--- config.mk ---
export PLATFORM = sky130hd
export DESIGN_NAME = mul_unit_top
export DESIGN_NICKNAME = d
export VERILOG_FILES = /design/src/hw/mul_pkg.sv /design/src/hw/booth_encoder.sv /design/src/hw/mul_accumulator.sv /design/src/hw/mul_ctrl.sv /design/src/hw/mul_operand_prep.sv /design/src/hw/mul_unit_top.sv
export VERILOG_INCLUDE_DIRS = /design/src /design/src/include
export SDC_FILE = /design/constraint.sdc
export NUM_CORES = 1
export LEC_CHECK = 0
export BUFFER_PORTS_ARGS = -buffer_cell sky130_fd_sc_hd__buf_2
export CAP_MARGIN = 0
export CORE_AREA = 2 2 235 237
export CTS_CLUSTER_SIZE = 10
export DETAILED_ROUTE_END_ITERATION = 6
export DIE_AREA = 0 0 237 239
export SLEW_MARGIN = 20
export SYNTH_ARGS = -nofsm -noshare
export SYNTH_HDL_FRONTEND = slang
export SYNTH_SLANG_ARGS = --single-unit
--- constraint.sdc ---
create_clock -name clk -period 6.4 [get_ports clk]
set_input_delay 0.96 -clock clk [delete_from_list [all_inputs] [get_ports clk]]
set_output_delay 0.96 -clock clk [all_outputs]
set_load 0.02 [all_outputs]
--- src/include/mul_cfg.svh ---
`ifndef MUL_CFG_SVH
`define MUL_CFG_SVH

// operand width of the integer datapath
`define MUL_XLEN 64

// two extra bits so an unsigned operand recodes correctly
`define MUL_EXT_W (`MUL_XLEN + 2)

// radix-4 retires two multiplier bits per step
`define MUL_STEPS (`MUL_EXT_W / 2)

// counter holds 0 .. MUL_STEPS
`define MUL_CNT_W 6

`endif

--- src/hw/mul_pkg.sv ---
`include "mul_cfg.svh"

package mul_pkg;

	// ****************************************
	// enums
	// ****************************************

	// control states of the multiply sequencer
	typedef enum logic [1:0] {
		IDLE = 2'd0,
		CALC = 2'd1,
		DONE = 2'd2
	} mul_state_e;

	// radix-4 booth selection for one partial product
	typedef enum logic [2:0] {
		ZERO = 3'd0,
		ADD1 = 3'd1,
		ADD2 = 3'd2,
		SUB1 = 3'd3,
		SUB2 = 3'd4
	} booth_op_e;

	// ****************************************
	// structs
	// ****************************************

	// request as seen at the execute stage
	// sign_mode[1] multiplicand signed, sign_mode[0] multiplier signed
	typedef struct packed {
		logic                 mulw;
		logic [1:0]           sign_mode;
		logic [`MUL_XLEN-1:0] multiplicand;
		logic [`MUL_XLEN-1:0] multiplier;
	} mul_req_t;

	// operands after word selection and 66-bit extension
	typedef struct packed {
		logic [`MUL_EXT_W-1:0] multiplicand;
		logic [`MUL_EXT_W-1:0] multiplier;
		logic                  mulw;
	} mul_ext_t;

	// full 128-bit product split in two halves
	typedef struct packed {
		logic [`MUL_XLEN-1:0] result_hi;
		logic [`MUL_XLEN-1:0] result_lo;
	} mul_rsp_t;

endpackage

--- src/hw/booth_encoder.sv ---
`include "mul_cfg.svh"

module booth_encoder (
	input  logic [2:0]            digit,
	input  logic [`MUL_EXT_W-1:0] multiplicand,
	output logic [`MUL_EXT_W+1:0] pp
);

	mul_pkg::booth_op_e op;
	logic [`MUL_EXT_W+1:0] mc_ext;
	logic [`MUL_EXT_W+1:0] mc_dbl;

	// ****************************************
	// triplet decode
	// ****************************************

	// digit is {y[2i+1], y[2i], y[2i-1]}
	always_comb begin
		case (digit)
			3'b000, 3'b111: op = mul_pkg::ZERO;
			3'b001, 3'b010: op = mul_pkg::ADD1;
			3'b011:         op = mul_pkg::ADD2;
			3'b100:         op = mul_pkg::SUB2;
			3'b101, 3'b110: op = mul_pkg::SUB1;
			default:        op = mul_pkg::ZERO;
		endcase
	end

	// ****************************************
	// partial product select
	// ****************************************

	// widen before doubling so 2x and the negation do not overflow
	assign mc_ext = {{2{multiplicand[`MUL_EXT_W-1]}}, multiplicand};
	assign mc_dbl = {mc_ext[`MUL_EXT_W:0], 1'b0};

	always_comb begin
		case (op)
			mul_pkg::ADD1: pp = mc_ext;
			mul_pkg::ADD2: pp = mc_dbl;
			mul_pkg::SUB1: pp = ~mc_ext + 1'b1;
			mul_pkg::SUB2: pp = ~mc_dbl + 1'b1;
			default:       pp = '0;
		endcase
	end

	// decoder must only emit the five booth selections
	always_comb begin
		a_op_legal: assert (op inside {mul_pkg::ZERO, mul_pkg::ADD1, mul_pkg::ADD2,
			mul_pkg::SUB1, mul_pkg::SUB2});
	end

endmodule

--- src/hw/mul_accumulator.sv ---
`include "mul_cfg.svh"

module mul_accumulator (
	input  logic                  clk,
	input  logic                  rst,
	input  logic                  load,
	input  logic                  step,
	input  mul_pkg::mul_ext_t     ext,
	input  logic [`MUL_EXT_W+1:0] pp,
	output logic [2:0]            digit,
	output logic [`MUL_EXT_W-1:0] multiplicand,
	output mul_pkg::mul_rsp_t     rsp
);

	// partial sum field, same width as a partial product
	localparam int sum_w = `MUL_EXT_W + 2;
	// {partial sum, multiplier, guard}
	localparam int acc_w = sum_w + `MUL_EXT_W + 1;
	localparam int low_w = `MUL_EXT_W + 1;
	localparam int prod_w = 2 * `MUL_XLEN;
	localparam int half_w = `MUL_XLEN / 2;

	logic [`MUL_EXT_W-1:0] mcand_q;
	logic [acc_w-1:0] acc_q;
	logic mulw_q;
	logic [sum_w-1:0] sum_add;
	logic [prod_w-1:0] prod;
	logic word_sign;

	// ****************************************
	// booth window
	// ****************************************

	// low two multiplier bits plus the guard bit
	assign digit        = acc_q[2:0];
	assign multiplicand = mcand_q;

	// add the partial product into the upper field
	assign sum_add = acc_q[acc_w-1:low_w] + pp;

	// ****************************************
	// registers
	// ****************************************

	// multiplicand is only ever sampled on load
	always_ff @(posedge clk) begin
		if (load)
			mcand_q <= ext.multiplicand;
	end

	always_ff @(posedge clk) begin
		if (rst) begin
			acc_q  <= '0;
			mulw_q <= 1'b0;
		end else if (load) begin
			// sum cleared, multiplier in place, guard zero
			acc_q  <= {{sum_w{1'b0}}, ext.multiplier, 1'b0};
			mulw_q <= ext.mulw;
		end else if (step) begin
			// arithmetic shift by one radix-4 digit
			acc_q <= {{2{sum_add[sum_w-1]}}, sum_add, acc_q[low_w-1:2]};
		end
	end

	// ****************************************
	// result formatting
	// ****************************************

	// after all steps product bit 0 sits just above the guard
	assign prod      = acc_q[prod_w:1];
	assign word_sign = prod[half_w-1];

	always_comb begin
		if (mulw_q) begin
			// mulw keeps the low word, sign extended everywhere
			rsp.result_lo = {{half_w{word_sign}}, prod[half_w-1:0]};
			rsp.result_hi = {`MUL_XLEN{word_sign}};
		end else begin
			rsp.result_lo = prod[`MUL_XLEN-1:0];
			rsp.result_hi = prod[prod_w-1:`MUL_XLEN];
		end
	end

endmodule

--- src/hw/mul_ctrl.sv ---
`include "mul_cfg.svh"

module mul_ctrl (
	input  logic clk,
	input  logic rst,
	input  logic mul_valid,
	input  logic flush,
	output logic mul_ready,
	output logic load,
	output logic step,
	output logic out_valid
);

	// count value seen on the final step edge
	localparam int unsigned last_step = `MUL_STEPS - 1;

	mul_pkg::mul_state_e state;
	logic [`MUL_CNT_W-1:0] cnt;

	// ****************************************
	// strobes
	// ****************************************

	// idle level doubles as ready
	assign mul_ready = (state == mul_pkg::IDLE);
	// flush wins over a start in the same cycle
	assign load = mul_ready && mul_valid && !flush;
	// one booth digit per cycle while calculating
	assign step = (state == mul_pkg::CALC);
	// done pulse, suppressed when the op is being flushed
	assign out_valid = (state == mul_pkg::DONE) && !flush;

	// ****************************************
	// state machine
	// ****************************************

	always_ff @(posedge clk) begin
		if (rst) begin
			state <= mul_pkg::IDLE;
			cnt   <= '0;
		end else begin
			case (state)
				mul_pkg::IDLE: begin
					if (load) begin
						state <= mul_pkg::CALC;
						cnt   <= '0;
					end
				end
				mul_pkg::CALC: begin
					cnt <= cnt + 1'b1;
					// abort mid-iteration
					if (flush)
						state <= mul_pkg::IDLE;
					else if (cnt == last_step[`MUL_CNT_W-1:0])
						state <= mul_pkg::DONE;
				end
				mul_pkg::DONE: begin
					// single cycle, flushed or not
					state <= mul_pkg::IDLE;
				end
				default: begin
					state <= mul_pkg::IDLE;
				end
			endcase
		end
	end

	// ****************************************
	// checks
	// ****************************************

	// done is a pulse, never a level
	a_done_pulse: assert property (@(posedge clk) disable iff (rst)
		out_valid |=> !out_valid);

	// iteration count stays within the booth digit range
	a_cnt_range: assert property (@(posedge clk) disable iff (rst)
		cnt <= `MUL_STEPS);

	// accumulator never sees a load and a step on one edge
	a_load_step: assert property (@(posedge clk) disable iff (rst)
		!(load && step));

endmodule

--- src/hw/mul_operand_prep.sv ---
`include "mul_cfg.svh"

module mul_operand_prep (
	input  mul_pkg::mul_req_t req,
	output mul_pkg::mul_ext_t ext
);

	localparam int half_w = `MUL_XLEN / 2;

	logic cand_signed;
	logic plier_signed;
	logic [`MUL_XLEN-1:0] cand_w;
	logic [`MUL_XLEN-1:0] plier_w;
	logic cand_top;
	logic plier_top;

	// sign_mode bit 1 for the multiplicand, bit 0 for the multiplier
	assign cand_signed  = req.sign_mode[1];
	assign plier_signed = req.sign_mode[0];

	// ****************************************
	// word mode selection
	// ****************************************

	// mulw uses only the low word of each operand
	always_comb begin
		cand_w  = req.multiplicand;
		plier_w = req.multiplier;
		if (req.mulw) begin
			cand_w = {{half_w{cand_signed & req.multiplicand[half_w-1]}},
				req.multiplicand[half_w-1:0]};
			plier_w = {{half_w{plier_signed & req.multiplier[half_w-1]}},
				req.multiplier[half_w-1:0]};
		end
	end

	// ****************************************
	// extension to the booth width
	// ****************************************

	// unsigned values get zeros on top, so the top digit stays positive
	assign cand_top  = cand_signed & cand_w[`MUL_XLEN-1];
	assign plier_top = plier_signed & plier_w[`MUL_XLEN-1];

	assign ext.multiplicand = {{2{cand_top}}, cand_w};
	assign ext.multiplier   = {{2{plier_top}}, plier_w};
	// carried along for result formatting
	assign ext.mulw         = req.mulw;

endmodule

--- src/hw/mul_unit_top.sv ---
`include "mul_cfg.svh"

module mul_unit_top (
	input  logic              clk,
	input  logic              rst,
	input  logic              mul_valid,
	input  logic              flush,
	input  mul_pkg::mul_req_t req,
	output logic              mul_ready,
	output logic              out_valid,
	output mul_pkg::mul_rsp_t rsp
);

	// ****************************************
	// internal nets
	// ****************************************

	// sequencer strobes
	logic load;
	logic step;

	// prepared operands
	mul_pkg::mul_ext_t ext;

	// booth loop between accumulator and encoder
	logic [2:0]            digit;
	logic [`MUL_EXT_W-1:0] multiplicand;
	logic [`MUL_EXT_W+1:0] pp;

	// ****************************************
	// control
	// ****************************************

	mul_ctrl ctrl_i (
		.clk       (clk),
		.rst       (rst),
		.mul_valid (mul_valid),
		.flush     (flush),
		.mul_ready (mul_ready),
		.load      (load),
		.step      (step),
		.out_valid (out_valid)
	);

	// ****************************************
	// datapath
	// ****************************************

	mul_operand_prep prep_i (
		.req (req),
		.ext (ext)
	);

	// one partial product per step
	booth_encoder booth_i (
		.digit        (digit),
		.multiplicand (multiplicand),
		.pp           (pp)
	);

	mul_accumulator acc_i (
		.clk          (clk),
		.rst          (rst),
		.load         (load),
		.step         (step),
		.ext          (ext),
		.pp           (pp),
		.digit        (digit),
		.multiplicand (multiplicand),
		.rsp          (rsp)
	);

endmodule

==> metrics.md <==
| Metric | Value |
|---|---|
| Status | `finished with violations` |
| Failing checks | `design-rule violations` |
| Full die area | `56640 µm²` |
| Placed wire-length estimate | `45320 µm` |
| DRT iter0 DRCs | `1228` |
| Clk sinks | `207` |
| Critical path's largest stage delay | `0.53 ns` |
| Worst EP required | `6.88 ns` |
| Grt ovf | `0` |
| Synth Area per Inst | `7.220 µm²` |
| Setup crit end kind | `register` |
| Crit path cell chain | `or4_4, or4_1, or3_4, or4_1, or3_1, or3_4, nor3_2, xor2_1, o21ai_0, ha_1, buf_4, nand4_1, or2_2, or3_1, o21bai_1, buf_4, a31oi_1, o21ai_0, mux2i_1, nand2_1` |
| Fin crit share | `94.99%` |
| Die X | `237 µm` |
| Clock transition at path regs | `0.06 ns` |
| Share of the yosys chip area belonging to registers | `29.77%` |
| Synth cell types | `71` |
| Peak supply drop | `204.1 µV` |
| FF+latch count, synth | `207` |
| Layout cells sized above 1 | `17.02%` |
| Met3 Routed Length | `4389 µm` |
| First-pass GRT wire length | `93670 µm` |
| H-Tree Depth | `1` |
| Slack of the critical path | `0.3207 ns` |
| Worst-margin pin slew | `1.075 ns` |
| Maximum clock path buffer count | `3` |
| Pre-CTS WS | `0.06801 ns` |
| GP Congestion | `0.9127` |
| EDFF count, synth | `65` |
| Hold Fails Final Rpt | `0` |
| Tot GR Track Use | `20.65%` |
| Commonest non-fill, non-tap cell in the layout | `o21ai_0` |
| Arr. time, crit path | `6.56 ns` |
| Final min period | `6.079 ns` |
| Top sig layer | `met5` |
| Critical path type | `register to register` |
| Most frequent cells in the layout | `o21ai_0, nand2_1, buf_2, a21oi_1, inv_1` |
| Number of remaining DRC errors | `9` |
| CTS buffer count | `27` |
| RSZ-0062 raised after global routing | `true` |
| Initial antenna violation count | `11` |
| Reg-to-reg setup timing slack | `0.32 ns` |
| Dpl cells | `3041` |
| Ys flop type | `dfxtp_1` |
| Wire length on met1 | `24910 µm` |
| Yosys warnings | `0` |
| Post-Syn Instances | `2231` |
| Layout area overhead | `16.74%` |
| Max-slew violations | `0` |
| Post-Layout Cell Count | `3093` |
| Hold WC Path Type | `register to register` |
| Die H | `239 µm` |
| Critical path buffer and inverter count | `2` |
| Leak Pwr | `7.405 nW` |
| WL final | `60300 µm` |
| Final Net Count | `2575` |
| PwrDens | `188.7 nW/µm²` |
| Vias in the first global route | `16405` |
| Clock Skew | `0.02946 ns` |
| Vias | `17288` |
| TritonRoute pass-1 iters | `7` |
| Crit-path max FO | `6` |
| Cell Area, Synth | `16110 µm²` |
| Avg WL per Cell | `19.50 µm` |
| FP Rows | `86` |
| Type of element launching the critical path | `register` |
| PortBufs | `264` |
| Metal2 WL | `28960 µm` |
| Slowest cell on the critical path | `or4_4` |
| Clock Latency Late Sink | `0.59 ns` |
| Hold-fix buffer count after cts | `0` |
| Syn nets | `2439` |
| Root Buffer | `clkbuf_16` |
| Setup TNS | `0 ns` |
| Pwr Total | `3.548 mW` |
| Hold WS | `0.4705 ns` |
| Core area | `54340 µm²` |
| DR vias/cell | `5.589` |
| Async SR Flop Fraction | `0%` |
| Largest net degree at the start of global routing | `97` |
| IO Count | `265` |
| Antenna Nets Post-Route | `0` |
| TritonCTS clock tree | `yes` |
| Peak Freq | `164.5 MHz` |
| Largest delay share family, worst path | `simple AND/OR/NAND/NOR gates` |
| Setup Viol. Count Final | `0` |
| Max_slew headroom | `28.31%` |
| Initial Util | `29.64%` |
| Max cap viols | `0` |
## through the flow
step	utilization (%)	area [µm²]
finish	34.61	18800
global placement	32.86	17850
floorplan	-	16110
global route	34.59	18800
detailed placement	32.86	17850
CTS	34.43	18710
## report_power, final
part	switching (mW)	internal, mW	leakage, nW
clock	0.613	0.894	0.419
sequential	0.0664	1.41	1.76
combinational	0.374	0.187	5.22
total	1.05	2.49	7.40
## synthesized netlist by cell type (32+ instances only)
master	n	share of area, %
o21ai_0	283	8.8
nand2_1	277	6.5
a21oi_1	241	7.5
clkbuf_1	169	3.9
inv_1	156	3.6
dfxtp_1	142	18
nor2_1	100	2.3
nor3_1	76	2.4
ha_1	72	5.6
edfxtp_1	65	12
nand3_1	57	1.8
a22oi_1	53	2.5
a21o_1	46	2.1
a31oi_1	44	1.7
nand4_1	40	1.6
or3_1	40	1.6
xnor2_1	40	2.2
buf_4	32	1.5
## flip-flops by register name, indices dropped and copies added (netlist names)
name and cells:
acc_i.acc_q 133, acc_i.multiplicand 65, ctrl_i.cnt 6, ctrl_i.state 2, acc_i.mulw_q 1
## worst register-to-register path, stage by stage (launching register included)
cell      delay [ns]
edfxtp_1        0.43
or4_4           0.53
or4_1           0.46
or3_4           0.37
or4_1           0.43
or3_1           0.36
or3_4           0.39
nor3_2          0.15
xor2_1          0.19
o21ai_0         0.11
ha_1            0.34
buf_4           0.15
nand4_1         0.11
or2_2           0.32
or3_1           0.37
o21bai_1        0.31
buf_4           0.21
a31oi_1         0.15
o21ai_0         0.35
mux2i_1         0.22
nand2_1         0.06
## routing by layer
layer | global-route usage, % | up-vias
li1 | - | 8347
met1 | 25.23 | 8107
met2 | 36.69 | 708
met3 | 3.857 | 112
met4 | 6.252 | 14
met5 | 0 | -
## final cells by class
class                   instances  area (µm²)
repair buffers                324        1784
clock inverters                 7       100.1
flip-flops and latches        207        4796
diodes                          4       10.01
inverters                     156       588.1
fillers                      5844       35540
clock buffers                  40       755.7
multi-input cells            1651        9889
well taps                     704       880.8
## what timing repair did
| action | in CTS | in global routing |
|---|---|---|
| endpoints found under the setup margin | 0 | 22 |
| buffers inserted | 0 | 1 |
| gates resized for setup | 0 | 17 |
## cell families after synthesis
| kind of cell | after synthesis | synth area share [%] |
|---|---|---|
| AO/OA/AOI/OAI | 821 | 30.78 |
| XOR/XNOR | 65 | 3.534 |
| adder cells (fa/ha/maj) | 73 | 5.717 |
| buffers and inverters | 373 | 9.515 |
| flip-flops | 207 | 29.77 |
| multiplexers | 8 | 0.5049 |
| AND/OR/NAND/NOR | 684 | 20.18 |
## path summary, 6_finish.rpt
kind                    startpoint          endpoint  cells past startpoint
max          acc_i.multiplicand[1]  acc_i.acc_q[131]                     20
min                acc_i.acc_q[65]   acc_i.acc_q[63]                      2
max reg2reg  acc_i.multiplicand[1]  acc_i.acc_q[131]                     20
min reg2reg        acc_i.acc_q[65]   acc_i.acc_q[63]                      2
No activity file was read; power rests on OpenSTA's default activity.
